==> src/hdl/motion_pkg.sv <==
package motion_pkg;

    localparam int data_w = 32;
    localparam int addr_w = 6;
    localparam int num_channels = 4;
    localparam int num_motors = 6;
    localparam int num_endstops = 4;
    localparam int speed_w = 32;
    localparam int default_step_bit = 24;
    localparam int default_x_bits = 20;

    localparam int ch_sel_w = $clog2(num_channels);
    localparam int es_sel_w = $clog2(num_endstops);

    typedef logic [data_w-1:0] reg_word_t;
    typedef logic [15:0] motor_cfg_t;

    // register map
    localparam logic [addr_w-1:0] reg_speed_base = 6'd0; // one per channel
    localparam logic [addr_w-1:0] reg_pre_n = 6'd4;
    localparam logic [addr_w-1:0] reg_pulse_n = 6'd5;
    localparam logic [addr_w-1:0] reg_post_n = 6'd6;
    localparam logic [addr_w-1:0] reg_x_val = 6'd7;
    localparam logic [addr_w-1:0] reg_es_timeout = 6'd8;
    localparam logic [addr_w-1:0] reg_ctrl = 6'd9; // write-only strobes
    localparam logic [addr_w-1:0] reg_motor_cfg_base = 6'd16;
    localparam logic [addr_w-1:0] reg_x_base = 6'd32;
    localparam logic [addr_w-1:0] reg_hold_base = 6'd40;
    localparam logic [addr_w-1:0] reg_es_status = 6'd48;
    localparam logic [addr_w-1:0] reg_overrun = 6'd49;

    localparam int ctrl_clear_bit = 0;
    localparam int ctrl_load_bit = 1;
    localparam int ctrl_unlock_bit = 2;

    // motor config word, field lsbs for the selects
    localparam int cfg_es_sel = 0;
    localparam int cfg_es_en = 2;
    localparam int cfg_ch_sel = 3;
    localparam int cfg_step_en = 5;
    localparam int cfg_invert_dir = 6;
    localparam int cfg_load_sel = 7;
    localparam int cfg_disable = 15;

endpackage

==> src/hdl/motion_regs.sv <==
`timescale 1ns/1ps

module motion_regs import motion_pkg::*; #(
    parameter int X_BITS = default_x_bits
) (
    input  logic clk,
    input  logic rst,
    input  logic wr,
    input  logic [addr_w-1:0] wr_addr,
    input  reg_word_t wr_data,
    input  logic [addr_w-1:0] rd_addr,
    output reg_word_t rd_data,
    input  logic [X_BITS-1:0] x [num_motors],
    input  logic [X_BITS-1:0] x_hold [num_motors],
    input  logic [num_motors-1:0] overrun,
    input  logic [num_endstops-1:0] es_signal,
    input  logic [num_endstops-1:0] es_locked,
    output logic signed [speed_w-1:0] speed [num_channels],
    output reg_word_t pre_n,
    output reg_word_t pulse_n,
    output reg_word_t post_n,
    output logic [X_BITS-1:0] x_val,
    output reg_word_t es_timeout,
    output motor_cfg_t motor_cfg [num_motors],
    output logic clear_x,
    output logic load_x,
    output logic unlock
);

    reg_word_t rd_word;
    logic ctrl_wr;

    assign ctrl_wr = wr && wr_addr == reg_ctrl;

    always_ff @(posedge clk) begin
        if (rst) begin
            for (int i = 0; i < num_channels; i++) begin
                speed[i] <= '0;
            end
            for (int i = 0; i < num_motors; i++) begin
                motor_cfg[i] <= '0;
            end
            pre_n <= '0;
            pulse_n <= '0;
            post_n <= '0;
            es_timeout <= '0;
            clear_x <= 1'b0;
            load_x <= 1'b0;
            unlock <= 1'b0;
        end else begin
            // one-cycle strobes from the ctrl register
            clear_x <= ctrl_wr && wr_data[ctrl_clear_bit];
            load_x <= ctrl_wr && wr_data[ctrl_load_bit];
            unlock <= ctrl_wr && wr_data[ctrl_unlock_bit];
            if (wr) begin
                case (wr_addr)
                    reg_pre_n: pre_n <= wr_data;
                    reg_pulse_n: pulse_n <= wr_data;
                    reg_post_n: post_n <= wr_data;
                    reg_es_timeout: es_timeout <= wr_data;
                    default: ;
                endcase
                for (int i = 0; i < num_channels; i++) begin
                    if (wr_addr == reg_speed_base + addr_w'(i)) speed[i] <= $signed(wr_data);
                end
                for (int i = 0; i < num_motors; i++) begin
                    if (wr_addr == reg_motor_cfg_base + addr_w'(i)) motor_cfg[i] <= wr_data[15:0];
                end
            end
        end
    end

    always_ff @(posedge clk) begin
        if (wr && wr_addr == reg_x_val) x_val <= wr_data[X_BITS-1:0];
    end

    // readback mux
    always_comb begin
        rd_word = '0;
        for (int i = 0; i < num_motors; i++) begin
            if (rd_addr == reg_x_base + addr_w'(i)) rd_word = data_w'(x[i]);
            if (rd_addr == reg_hold_base + addr_w'(i)) rd_word = data_w'(x_hold[i]);
        end
        if (rd_addr == reg_es_status) begin
            for (int i = 0; i < num_endstops; i++) begin
                rd_word[4*i] = es_signal[i];
                rd_word[4*i+1] = es_locked[i];
            end
        end
        if (rd_addr == reg_overrun) rd_word = data_w'(overrun);
    end

    always_ff @(posedge clk) begin
        if (rst) begin
            rd_data <= '0;
        end else begin
            rd_data <= rd_word;
        end
    end

endmodule

==> src/hdl/speed_integrator.sv <==
`timescale 1ns/1ps

module speed_integrator import motion_pkg::*; #(
    parameter int STEP_BIT = default_step_bit
) (
    input  logic clk,
    input  logic rst,
    input  logic signed [speed_w-1:0] speed,
    input  logic clear,
    output logic step,
    output logic dir
);

    logic signed [speed_w-1:0] acc;
    logic step_bit_q; // step bit as of last cycle

    always_ff @(posedge clk) begin
        if (rst) begin
            acc <= '0;
            step_bit_q <= 1'b0;
            step <= 1'b0;
            dir <= 1'b0;
        end else begin
            // any toggle of the step bit is one step
            step <= acc[STEP_BIT] ^ step_bit_q;
            dir <= !speed[speed_w-1]; // high for forward motion
            if (clear) begin
                acc <= '0;
                step_bit_q <= 1'b0;
            end else begin
                acc <= acc + speed; // wraps freely
                step_bit_q <= acc[STEP_BIT];
            end
        end
    end

endmodule

==> src/hdl/endstop_debounce.sv <==
`timescale 1ns/1ps

module endstop_debounce import motion_pkg::*; (
    input  logic clk,
    input  logic rst,
    input  logic signal_in,
    input  logic unlock,
    input  reg_word_t timeout,
    output logic signal,
    output logic locked,
    output logic hold,
    output logic stb
);

    logic [1:0] sync_q;
    logic in_s;
    reg_word_t cnt;
    reg_word_t cnt_next;
    logic settle;
    logic rise;

    assign in_s = sync_q[1];
    assign cnt_next = cnt + 1'b1;
    assign settle = in_s != signal && cnt_next >= timeout; // new level held long enough
    assign rise = settle && in_s;

    always_ff @(posedge clk) begin
        if (rst) begin
            sync_q <= '0;
            cnt <= '0;
            signal <= 1'b0;
        end else begin
            sync_q <= {sync_q[0], signal_in};
            if (in_s == signal) begin
                cnt <= '0;
            end else if (settle) begin
                signal <= in_s;
                cnt <= '0;
            end else begin
                cnt <= cnt_next;
            end
        end
    end

    always_ff @(posedge clk) begin
        if (rst) begin
            locked <= 1'b0;
            hold <= 1'b0;
            stb <= 1'b0;
        end else begin
            stb <= rise && !locked;
            if (rise && !locked) begin
                locked <= 1'b1;
                hold <= 1'b1;
            end else if (unlock) begin
                locked <= 1'b0;
                if (!signal) hold <= 1'b0; // release only once the switch is open
            end
        end
    end

endmodule

==> src/hdl/motor_channel.sv <==
`timescale 1ns/1ps

module motor_channel import motion_pkg::*; #(
    parameter int X_BITS = default_x_bits
) (
    input  logic clk,
    input  logic rst,
    input  motor_cfg_t cfg,
    input  logic [num_channels-1:0] ch_step,
    input  logic [num_channels-1:0] ch_dir,
    input  logic [num_endstops-1:0] es_hold,
    input  logic [num_endstops-1:0] es_stb,
    input  reg_word_t pre_n,
    input  reg_word_t pulse_n,
    input  reg_word_t post_n,
    input  logic load_x,
    input  logic [X_BITS-1:0] x_val,
    output logic step,
    output logic dir,
    output logic enable,
    output logic [X_BITS-1:0] x,
    output logic [X_BITS-1:0] x_hold,
    output logic overrun
);

    typedef enum logic [1:0] {
        ph_idle,
        ph_pre,
        ph_pulse,
        ph_post
    } phase_t;

    phase_t phase;
    reg_word_t cnt; // cycles spent in current phase
    logic [ch_sel_w-1:0] ch_sel;
    logic [es_sel_w-1:0] es_sel;
    logic req;
    logic req_dir;
    logic hold_act;
    logic start;
    logic rise;
    logic rise_dir;

    assign ch_sel = cfg[cfg_ch_sel +: ch_sel_w];
    assign es_sel = cfg[cfg_es_sel +: es_sel_w];
    assign req = ch_step[ch_sel] && cfg[cfg_step_en];
    assign req_dir = ch_dir[ch_sel] ^ cfg[cfg_invert_dir];
    assign hold_act = es_hold[es_sel] && cfg[cfg_es_en];
    assign enable = !cfg[cfg_disable];

    assign start = phase == ph_idle && req && !hold_act;

    // step goes high on the coming edge
    assign rise = (start && pre_n == '0) ||
                  (phase == ph_pre && !hold_act && cnt >= pre_n);
    assign rise_dir = start ? req_dir : dir;

    always_ff @(posedge clk) begin
        if (rst) begin
            phase <= ph_idle;
            cnt <= '0;
            step <= 1'b0;
            dir <= 1'b0;
            overrun <= 1'b0;
        end else begin
            if (req && !hold_act && phase != ph_idle) overrun <= 1'b1; // request dropped
            if (start) dir <= req_dir;
            if (rise) begin
                phase <= ph_pulse;
                step <= 1'b1;
                cnt <= data_w'(1);
            end else begin
                case (phase)
                    ph_idle: begin
                        if (start) begin
                            phase <= ph_pre;
                            cnt <= data_w'(1);
                        end
                    end
                    ph_pre: begin
                        if (hold_act) begin
                            phase <= ph_idle; // endstop hit before the pulse
                        end else begin
                            cnt <= cnt + 1'b1;
                        end
                    end
                    ph_pulse: begin
                        if (cnt >= pulse_n) begin
                            step <= 1'b0;
                            phase <= post_n == '0 ? ph_idle : ph_post;
                            cnt <= data_w'(1);
                        end else begin
                            cnt <= cnt + 1'b1;
                        end
                    end
                    ph_post: begin
                        if (cnt >= post_n) begin
                            phase <= ph_idle;
                        end else begin
                            cnt <= cnt + 1'b1;
                        end
                    end
                    default: phase <= ph_idle;
                endcase
            end
        end
    end

    // position moves with the rising edge of step
    always_ff @(posedge clk) begin
        if (rst) begin
            x <= '0;
            x_hold <= '0;
        end else begin
            if (load_x && cfg[cfg_load_sel]) begin
                x <= x_val;
            end else if (rise) begin
                x <= rise_dir ? x + 1'b1 : x - 1'b1;
            end
            if (es_stb[es_sel]) x_hold <= x;
        end
    end

endmodule

==> src/hdl/motion_top.sv <==
`timescale 1ns/1ps

module motion_top import motion_pkg::*; #(
    parameter int STEP_BIT = default_step_bit,
    parameter int X_BITS = default_x_bits
) (
    input  logic clk,
    input  logic rst,
    input  logic wr,
    input  logic [addr_w-1:0] wr_addr,
    input  reg_word_t wr_data,
    input  logic [addr_w-1:0] rd_addr,
    output reg_word_t rd_data,
    input  logic [num_endstops-1:0] endstop,
    output logic [num_motors-1:0] step,
    output logic [num_motors-1:0] dir,
    output logic [num_motors-1:0] enable
);

    logic signed [speed_w-1:0] speed [num_channels];
    reg_word_t pre_n;
    reg_word_t pulse_n;
    reg_word_t post_n;
    reg_word_t es_timeout;
    logic [X_BITS-1:0] x_val;
    motor_cfg_t motor_cfg [num_motors];
    logic clear_x;
    logic load_x;
    logic unlock;
    logic [num_channels-1:0] ch_step;
    logic [num_channels-1:0] ch_dir;
    logic [num_endstops-1:0] es_hold;
    logic [num_endstops-1:0] es_stb;
    logic [num_endstops-1:0] es_signal;
    logic [num_endstops-1:0] es_locked;
    logic [X_BITS-1:0] x [num_motors];
    logic [X_BITS-1:0] x_hold [num_motors];
    logic [num_motors-1:0] overrun;

    motion_regs #(.X_BITS(X_BITS)) regs0 (
        .clk(clk),
        .rst(rst),
        .wr(wr),
        .wr_addr(wr_addr),
        .wr_data(wr_data),
        .rd_addr(rd_addr),
        .rd_data(rd_data),
        .x(x),
        .x_hold(x_hold),
        .overrun(overrun),
        .es_signal(es_signal),
        .es_locked(es_locked),
        .speed(speed),
        .pre_n(pre_n),
        .pulse_n(pulse_n),
        .post_n(post_n),
        .x_val(x_val),
        .es_timeout(es_timeout),
        .motor_cfg(motor_cfg),
        .clear_x(clear_x),
        .load_x(load_x),
        .unlock(unlock)
    );

    for (genvar i = 0; i < num_channels; i++) begin : g_speed
        speed_integrator #(.STEP_BIT(STEP_BIT)) sp (
            .clk(clk),
            .rst(rst),
            .speed(speed[i]),
            .clear(clear_x),
            .step(ch_step[i]),
            .dir(ch_dir[i])
        );
    end

    for (genvar i = 0; i < num_endstops; i++) begin : g_es
        endstop_debounce db (
            .clk(clk),
            .rst(rst),
            .signal_in(endstop[i]),
            .unlock(unlock),
            .timeout(es_timeout),
            .signal(es_signal[i]),
            .locked(es_locked[i]),
            .hold(es_hold[i]),
            .stb(es_stb[i])
        );
    end

    for (genvar i = 0; i < num_motors; i++) begin : g_motor
        motor_channel #(.X_BITS(X_BITS)) mc (
            .clk(clk),
            .rst(rst),
            .cfg(motor_cfg[i]),
            .ch_step(ch_step),
            .ch_dir(ch_dir),
            .es_hold(es_hold),
            .es_stb(es_stb),
            .pre_n(pre_n),
            .pulse_n(pulse_n),
            .post_n(post_n),
            .load_x(load_x),
            .x_val(x_val),
            .step(step[i]),
            .dir(dir[i]),
            .enable(enable[i]),
            .x(x[i]),
            .x_hold(x_hold[i]),
            .overrun(overrun[i])
        );
    end

endmodule

==> config.mk <==
export PLATFORM = sky130hd
export DESIGN_NAME = motion_top
export DESIGN_NICKNAME = d
export VERILOG_FILES = /design/src/hdl/motion_pkg.sv /design/src/hdl/motion_regs.sv /design/src/hdl/speed_integrator.sv /design/src/hdl/endstop_debounce.sv /design/src/hdl/motor_channel.sv /design/src/hdl/motion_top.sv
export SDC_FILE = /design/constraint.sdc
export NUM_CORES = 2
export LEC_CHECK = 0
export BUFFER_PORTS_ARGS = -buffer_cell sky130_fd_sc_hd__clkbuf_2
export CAP_MARGIN = 15
export CORE_MARGIN = 5
export CORE_UTILIZATION = 30
export CTS_BUF_LIST = sky130_fd_sc_hd__clkbuf_16
export DETAILED_ROUTE_END_ITERATION = 16
export PLACE_DENSITY_LB_ADDON = 0.08
export SKIP_LAST_GASP = 1
export SLEW_MARGIN = 20
export SYNTH_ARGS = -nofsm -noshare
export SYNTH_HDL_FRONTEND = slang
export SYNTH_HIERARCHICAL = 1
export SYNTH_SLANG_ARGS = --single-unit
export TNS_END_PERCENT = 100
==> constraint.sdc <==
create_clock -name clk -period 4.6 [get_ports clk]
set_input_delay 0.23 -clock clk [delete_from_list [all_inputs] [get_ports clk]]
set_output_delay 0.23 -clock clk [all_outputs]
set_load 0.01 [all_outputs]
* After elaboration in Yosys (flattened, before gate mapping)
Cells that the tools add are included.
W data, S select, Z words.
** Word-level totals
- Logic and storage cells :: 722
- Register bits after elaboration :: 1161
- Bits of input ports :: 51
- Output and inout bits :: 50
** Operators by class
- Order comparisons :: 34
- Muxes and demuxes :: 197
- Equal/unequal tests :: 131
- Bitwise gates (word level) :: 14
- $add $sub $neg :: 26
- Reductions and logical operators :: 205
** Operators with widths (number)
- $mux W32 :: 24
- $pmux W32 S4 :: 6
- $ge A32 B32 Y1 :: 22
- $mux W20 :: 30
- $add A32 B1 Y32 const B :: 10
- $add A32 B32 Y32 :: 4
- $add A20 B1 Y20 const B :: 6
- $sub A20 B1 Y20 const B :: 6
- $eq A6 B6 Y1 const B :: 14
- $logic_and A1 B1 Y1 :: 77
- $ne A3 B1 Y1 const B :: 24
- $mux W1 :: 71
- $mux W2 :: 35
- $logic_not A32 Y1 :: 2
- $reduce_and A2 Y1 :: 28
- $reduce_bool A2 Y1 :: 28
- $bmux W1 S2 :: 24
- $ne A2 B1 Y1 const B :: 24
- $pmux W2 S4 :: 6
- $reduce_and A4 Y1 :: 12
- $eq A6 B5 Y1 const B :: 6
- $lt A2 B3 Y1 const B :: 12
- $reduce_and A3 Y1 :: 12
- $ne A2 B2 Y1 const B :: 16
- other kinds (20) :: 108

* Logic depth before layout (Yosys ltp)
- Word-level depth :: 15
- Mapped depth :: 18
- Depth with buffers taken out :: 14

* Hierarchy
The synthesis kept the hierarchy.
** Modules (own cells, without submodules)
- motor_channel (g_motor[0].mc ...) :: cells each 873, instances 5, sequential area each 1541.5 um^2, area each 6761.5 um^2
- motion_regs :: cells each 1913, instances 1, sequential area each 8107.8 um^2, area each 15865.2 um^2
- endstop_debounce :: cells each 286, instances 4, sequential area each 760.7 um^2, area each 2511.2 um^2
- motor_channel (g_motor[1].mc) :: cells each 943, instances 1, sequential area each 1541.5 um^2, area each 7106.8 um^2
- speed_integrator (g_speed[0].sp ...) :: cells each 225, instances 3, sequential area each 560.5 um^2, area each 1956.9 um^2
- speed_integrator (g_speed[3].sp) :: cells each 275, instances 1, sequential area each 560.5 um^2, area each 2218.4 um^2

* Worst setup path before layout
No wires, ideal clock.
- Kind :: register to register
- Start :: register regs0/motor_cfg[80] (netlist bit)
- End :: register g_motor[0].mc.x[18]
- Slack :: 0.467 ns
- Data required time :: 4.509 ns
- Path buffers :: 4
- Period minus slack after synthesis :: 4.133 ns
- Arrival :: 4.042 ns
- Stages on the path, launching flop included :: 18
- Setup time :: 0.091 ns
- Cell sequence :: dfxtp_1 -> mux4_2 -> and2_4 -> or4_4 -> buf_6 -> and2_4 -> buf_6 -> buf_6 -> buf_2 -> xnor2_1 -> ha_1 -> or3_1 -> o31ai_1 -> nand2_1 -> a211oi_1 -> a31oi_1 -> or3_1 -> a311oi_1
** Between the ends
- Longest elaborated chain between the ends :: 9
- Elaborated cells between the ends (all ways) :: 14
- Classes of those cells :: 6 x mux; 8 x reduce/logical
** Ends and longest elaborated chain
- start, declared :: line motion_regs.sv:24 : output motor_cfg_t motor_cfg [num_motors],
- start signal, assigned by index :: line motion_regs.sv:67 : if (wr_addr == reg_motor_cfg_base + addr_w'(i)) motor_cfg[i] <= wr_data[15:0];
- $bmux W1 S2 (*) :: line motor_channel.sv:48 : assign hold_act = es_hold[es_sel] && cfg[cfg_es_en];
- $mux W1 (implied by the code) (*) :: line motor_channel.sv:48
- $logic_and A1 B1 Y1 (*) :: line motor_channel.sv:48
- $logic_not A1 Y1 (*) :: line motor_channel.sv:51, motor_channel.sv:55
- $logic_and A1 B1 Y1 :: line motor_channel.sv:51 : assign start = phase == ph_idle && req && !hold_act;
- $mux W1 :: line motor_channel.sv:56 : assign rise_dir = start ? req_dir : dir;
- $mux W20 :: line motor_channel.sv:118 : x <= rise_dir ? x + 1'b1 : x - 1'b1;
- $mux W20 :: line motor_channel.sv:117 : end else if (rise) begin
- $mux W20 :: line motor_channel.sv:115 : if (load_x && cfg[cfg_load_sel]) begin
- end signal, assigned :: line motor_channel.sv:116 : x <= x_val;
- end signal, assigned :: line motor_channel.sv:118
- end, declared :: line motor_channel.sv:21 : output logic [X_BITS-1:0] x,
Every way passes the cells marked *; elsewhere a longest branch is shown, timed or not. The select of a mux whose other input is x is not followed.
A chain may end at the register's enable or synchronous reset.

* Worst setup path in the final report
Same ends and word-level chain as after synthesis.

==> run_results.csv <==
group,metric,value,unit
sta,finalCritPeriodShare,0.904,
placed_design,place_area,77100,sq um
setup_path,crit_family,"simple AND/OR/NAND/NOR gates",
layout,nNetsFinal,9986,
layout,final_area,81500,sq um
worst_hold_path,hold_class,"in -> reg",
clock_tree,cts_setup_buffers,0,
setup_path,crit_slowest_cell,"or4_4",
layout,stdcell_count,12400,
placed_design,gp_congestion,0.919,
routing,drt-total-wl,313000,microns
routing,vias_per_cell,5.47,
sta,tns,0,ns
global_routing,grt_pass1_wl,450000,microns
sta,min_period,4.16,ns
clock_tree,cts_resized,0,
layout,layout-drive-gt1-share,0.0845,
power,powerDensity,256,nW/um^2
setup_path,end_kind,"register",
clock_tree,cts.sinks,1055,
power,power_leakage,31.9,nW
placed_design,place_inst,12100,
sta,rsz0062_at_grt,"false",
clock_tree,clk_pin_slew,0.06,ns
setup_path,slowest_delay,0.55,ns
sta,slew-limit-headroom,0.186,
routing,wl_per_cell,25.3,microns
sta,setup_violations,0,
setup_path,path_buf_inv,0,
global_routing,track_usage,0.240,
sta,worstMarginPinSlew,1.22,ns
placed_design,dp_hpwl,228000,microns
floorplan,io_pins,101,
power,vdd_drop_max,0.350,mV
floorplan,core,241000,sq um
flow_run,drv_cap,0,
setup_path,cp-start-kind,"register",
clock_tree,cts.path.max_buffers,3,
outcome,status,"finished, final reports clean",
floorplan,rows,180,
synth,post_synth.cell_area_avg,8.00,sq um
sta,skew,0.0611,ns
routing,drtIter0Drc,5913,
global_routing,overflow,0,
layout,final_util,0.338,
setup_path,cp.required,5.30,ns
sta,max_clock_freq,241,MHz
sta,hold_viol_final,0,
routing,first_pass_iters,6,
global_routing,antenna_found_initial,26,
floorplan,initial_utilization,0.302,
setup_path,critical_path_class,"reg -> reg",
placed_design,dpl_worst_slack,0.485,ns
clock_tree,worst_skew_pair.late_latency,0.80,ns
synth,netlist_area,72700,sq um
routing,drtAntennaViolNets,0,
global_routing,grt_pass1_vias,63900,
sta,drv_slew,0,
setup_path,crit_arrival,4.86,ns
clock_tree,cts_tree,"yes",
clock_tree,cts-htree-levels,4,
floorplan,die-area,252000,sq um
layout,area_growth_syn_to_layout,12.1,%
floorplan,die_x,502,microns
sta,setup_ws,0.443,ns
clock_tree,cts_buffers,140,
synth,syn_inst,9086,
clock_tree,clock-root-buffer,"clkbuf_16",
setup_path,critPathMaxFanout,23,
setup_path,crit_path_cell_trace,"mux4_2 > and2_4 > or4_4 > and2_4 > xnor2_1 > ha_1 > or3_1 > o31ai_1 > nand2_1 > a211oi_1 > a31oi_1 > or3_1 > a311oi_1",
floorplan,die_h,502,microns
synth,synth_warnings,6,
placed_design,placement.io_buffers,88,
routing,drc,0,
layout,fillCellCount,25400,
global_routing,grt_max_degree,71,
routing,via_count,67900,
==> layout by cell type (no fill, tap or decap), types with 124 or more instances in the layout <==
| cell | instances |
|---|---|
| buf_4 | 239 |
| inv_1 | 822 |
| xnor2_1 | 202 |
| o21ai_0 | 297 |
| nand2_1 | 916 |
| clkbuf_16 | 142 |
| or3_1 | 124 |
| a21oi_1 | 785 |
| nand4_1 | 194 |
| mux2i_1 | 200 |
| nor3_1 | 125 |
| dfxtp_1 | 1027 |
| nor2_1 | 810 |
| nand3_1 | 261 |
| ha_1 | 816 |
| nor4_1 | 130 |
| xor2_1 | 132 |
| a21o_1 | 189 |
| nor2b_1 | 162 |
==> stage by stage <==
step,power [mW],hold slack [ns]
floorplan,10.0,0.297
global placement,10.5,0.448
detailed placement,10.5,0.453
CTS,21.2,0.000448
global route,21.6,0.0438
finish,20.8,0.0667
==> tightest hold or removal path, cell delays in order <==
cell and delay, ns:
clkbuf_2 0.24, nor4_1 0.17, and2_1 0.17
==> power by group <==
group / internal [mW] / switching, mW / total, mW
Clock: 5.95 / 4.60 / 10.6
Combinational: 0.277 / 0.697 / 0.974
Sequential: 9.22 / 0.0942 / 9.32
==> worst paths after layout <==
check / startpoint / end / slack, ns / depth (start not counted)
min reg2reg: g_es[0].db/sync_q[0]$_SDFF_PP0_ / g_es[0].db/sync_q[1]$_SDFF_PP0_ / 0.45 / 1
min: wr_addr[1] / regs0/clear_x$_SDFF_PP0_ / 0.07 / 3
max reg2reg: regs0/motor_cfg[80]$_SDFFE_PP0P_ / g_motor[0].mc/x[18]$_SDFFE_PP0P_ / 0.44 / 13
max: regs0/motor_cfg[80]$_SDFFE_PP0P_ / g_motor[0].mc/x[18]$_SDFFE_PP0P_ / 0.44 / 13
==> sequential cells by signal, indices dropped and copies added (netlist names), 6 cells and up <==
register and flops:
g_motor.mc/cnt 192, g_es.db/cnt 128, g_motor.mc/x 120, g_motor.mc/x_hold 120
regs0/speed 104, g_speed.sp/acc 100, regs0/motor_cfg 54, regs0/es_timeout 32
regs0/post_n 32, regs0/pre_n 32, regs0/pulse_n 32, regs0/rd_data 20
regs0/x_val 20, g_motor.mc/phase 12, g_es.db/sync_q 8, g_motor.mc/dir 6
g_motor.mc/overrun 6, g_motor.mc/step 6
==> routing by layer <==
metal,global-route usage,up-vias,wire (microns)
li1,-,32400,-
met1,0.340,33000,147000
met2,0.373,2019,136000
met3,0.0338,447,18700
met4,0.0836,8,12300
met5,0,-,46
==> timing repair <==
item / in CTS / in global routing
endpoints found under the hold margin: 67 / 0
hold buffers: 15 / 0
endpoints found under the setup margin: 0 / 0
==> layout make-up <==
type,count,area (sq um),area share
inverter,799,3000,0.0368
antenna,11,27.5,0.000338
sequential,1055,21300,0.262
timing repair buffer,348,2510,0.0308
clock inverter,99,743,0.00912
tap,3185,3990,0.0489
multi-input combinational,6771,46400,0.569
clock buffer,142,3550,0.0436
No activity file was read; power rests on OpenSTA's default activity.
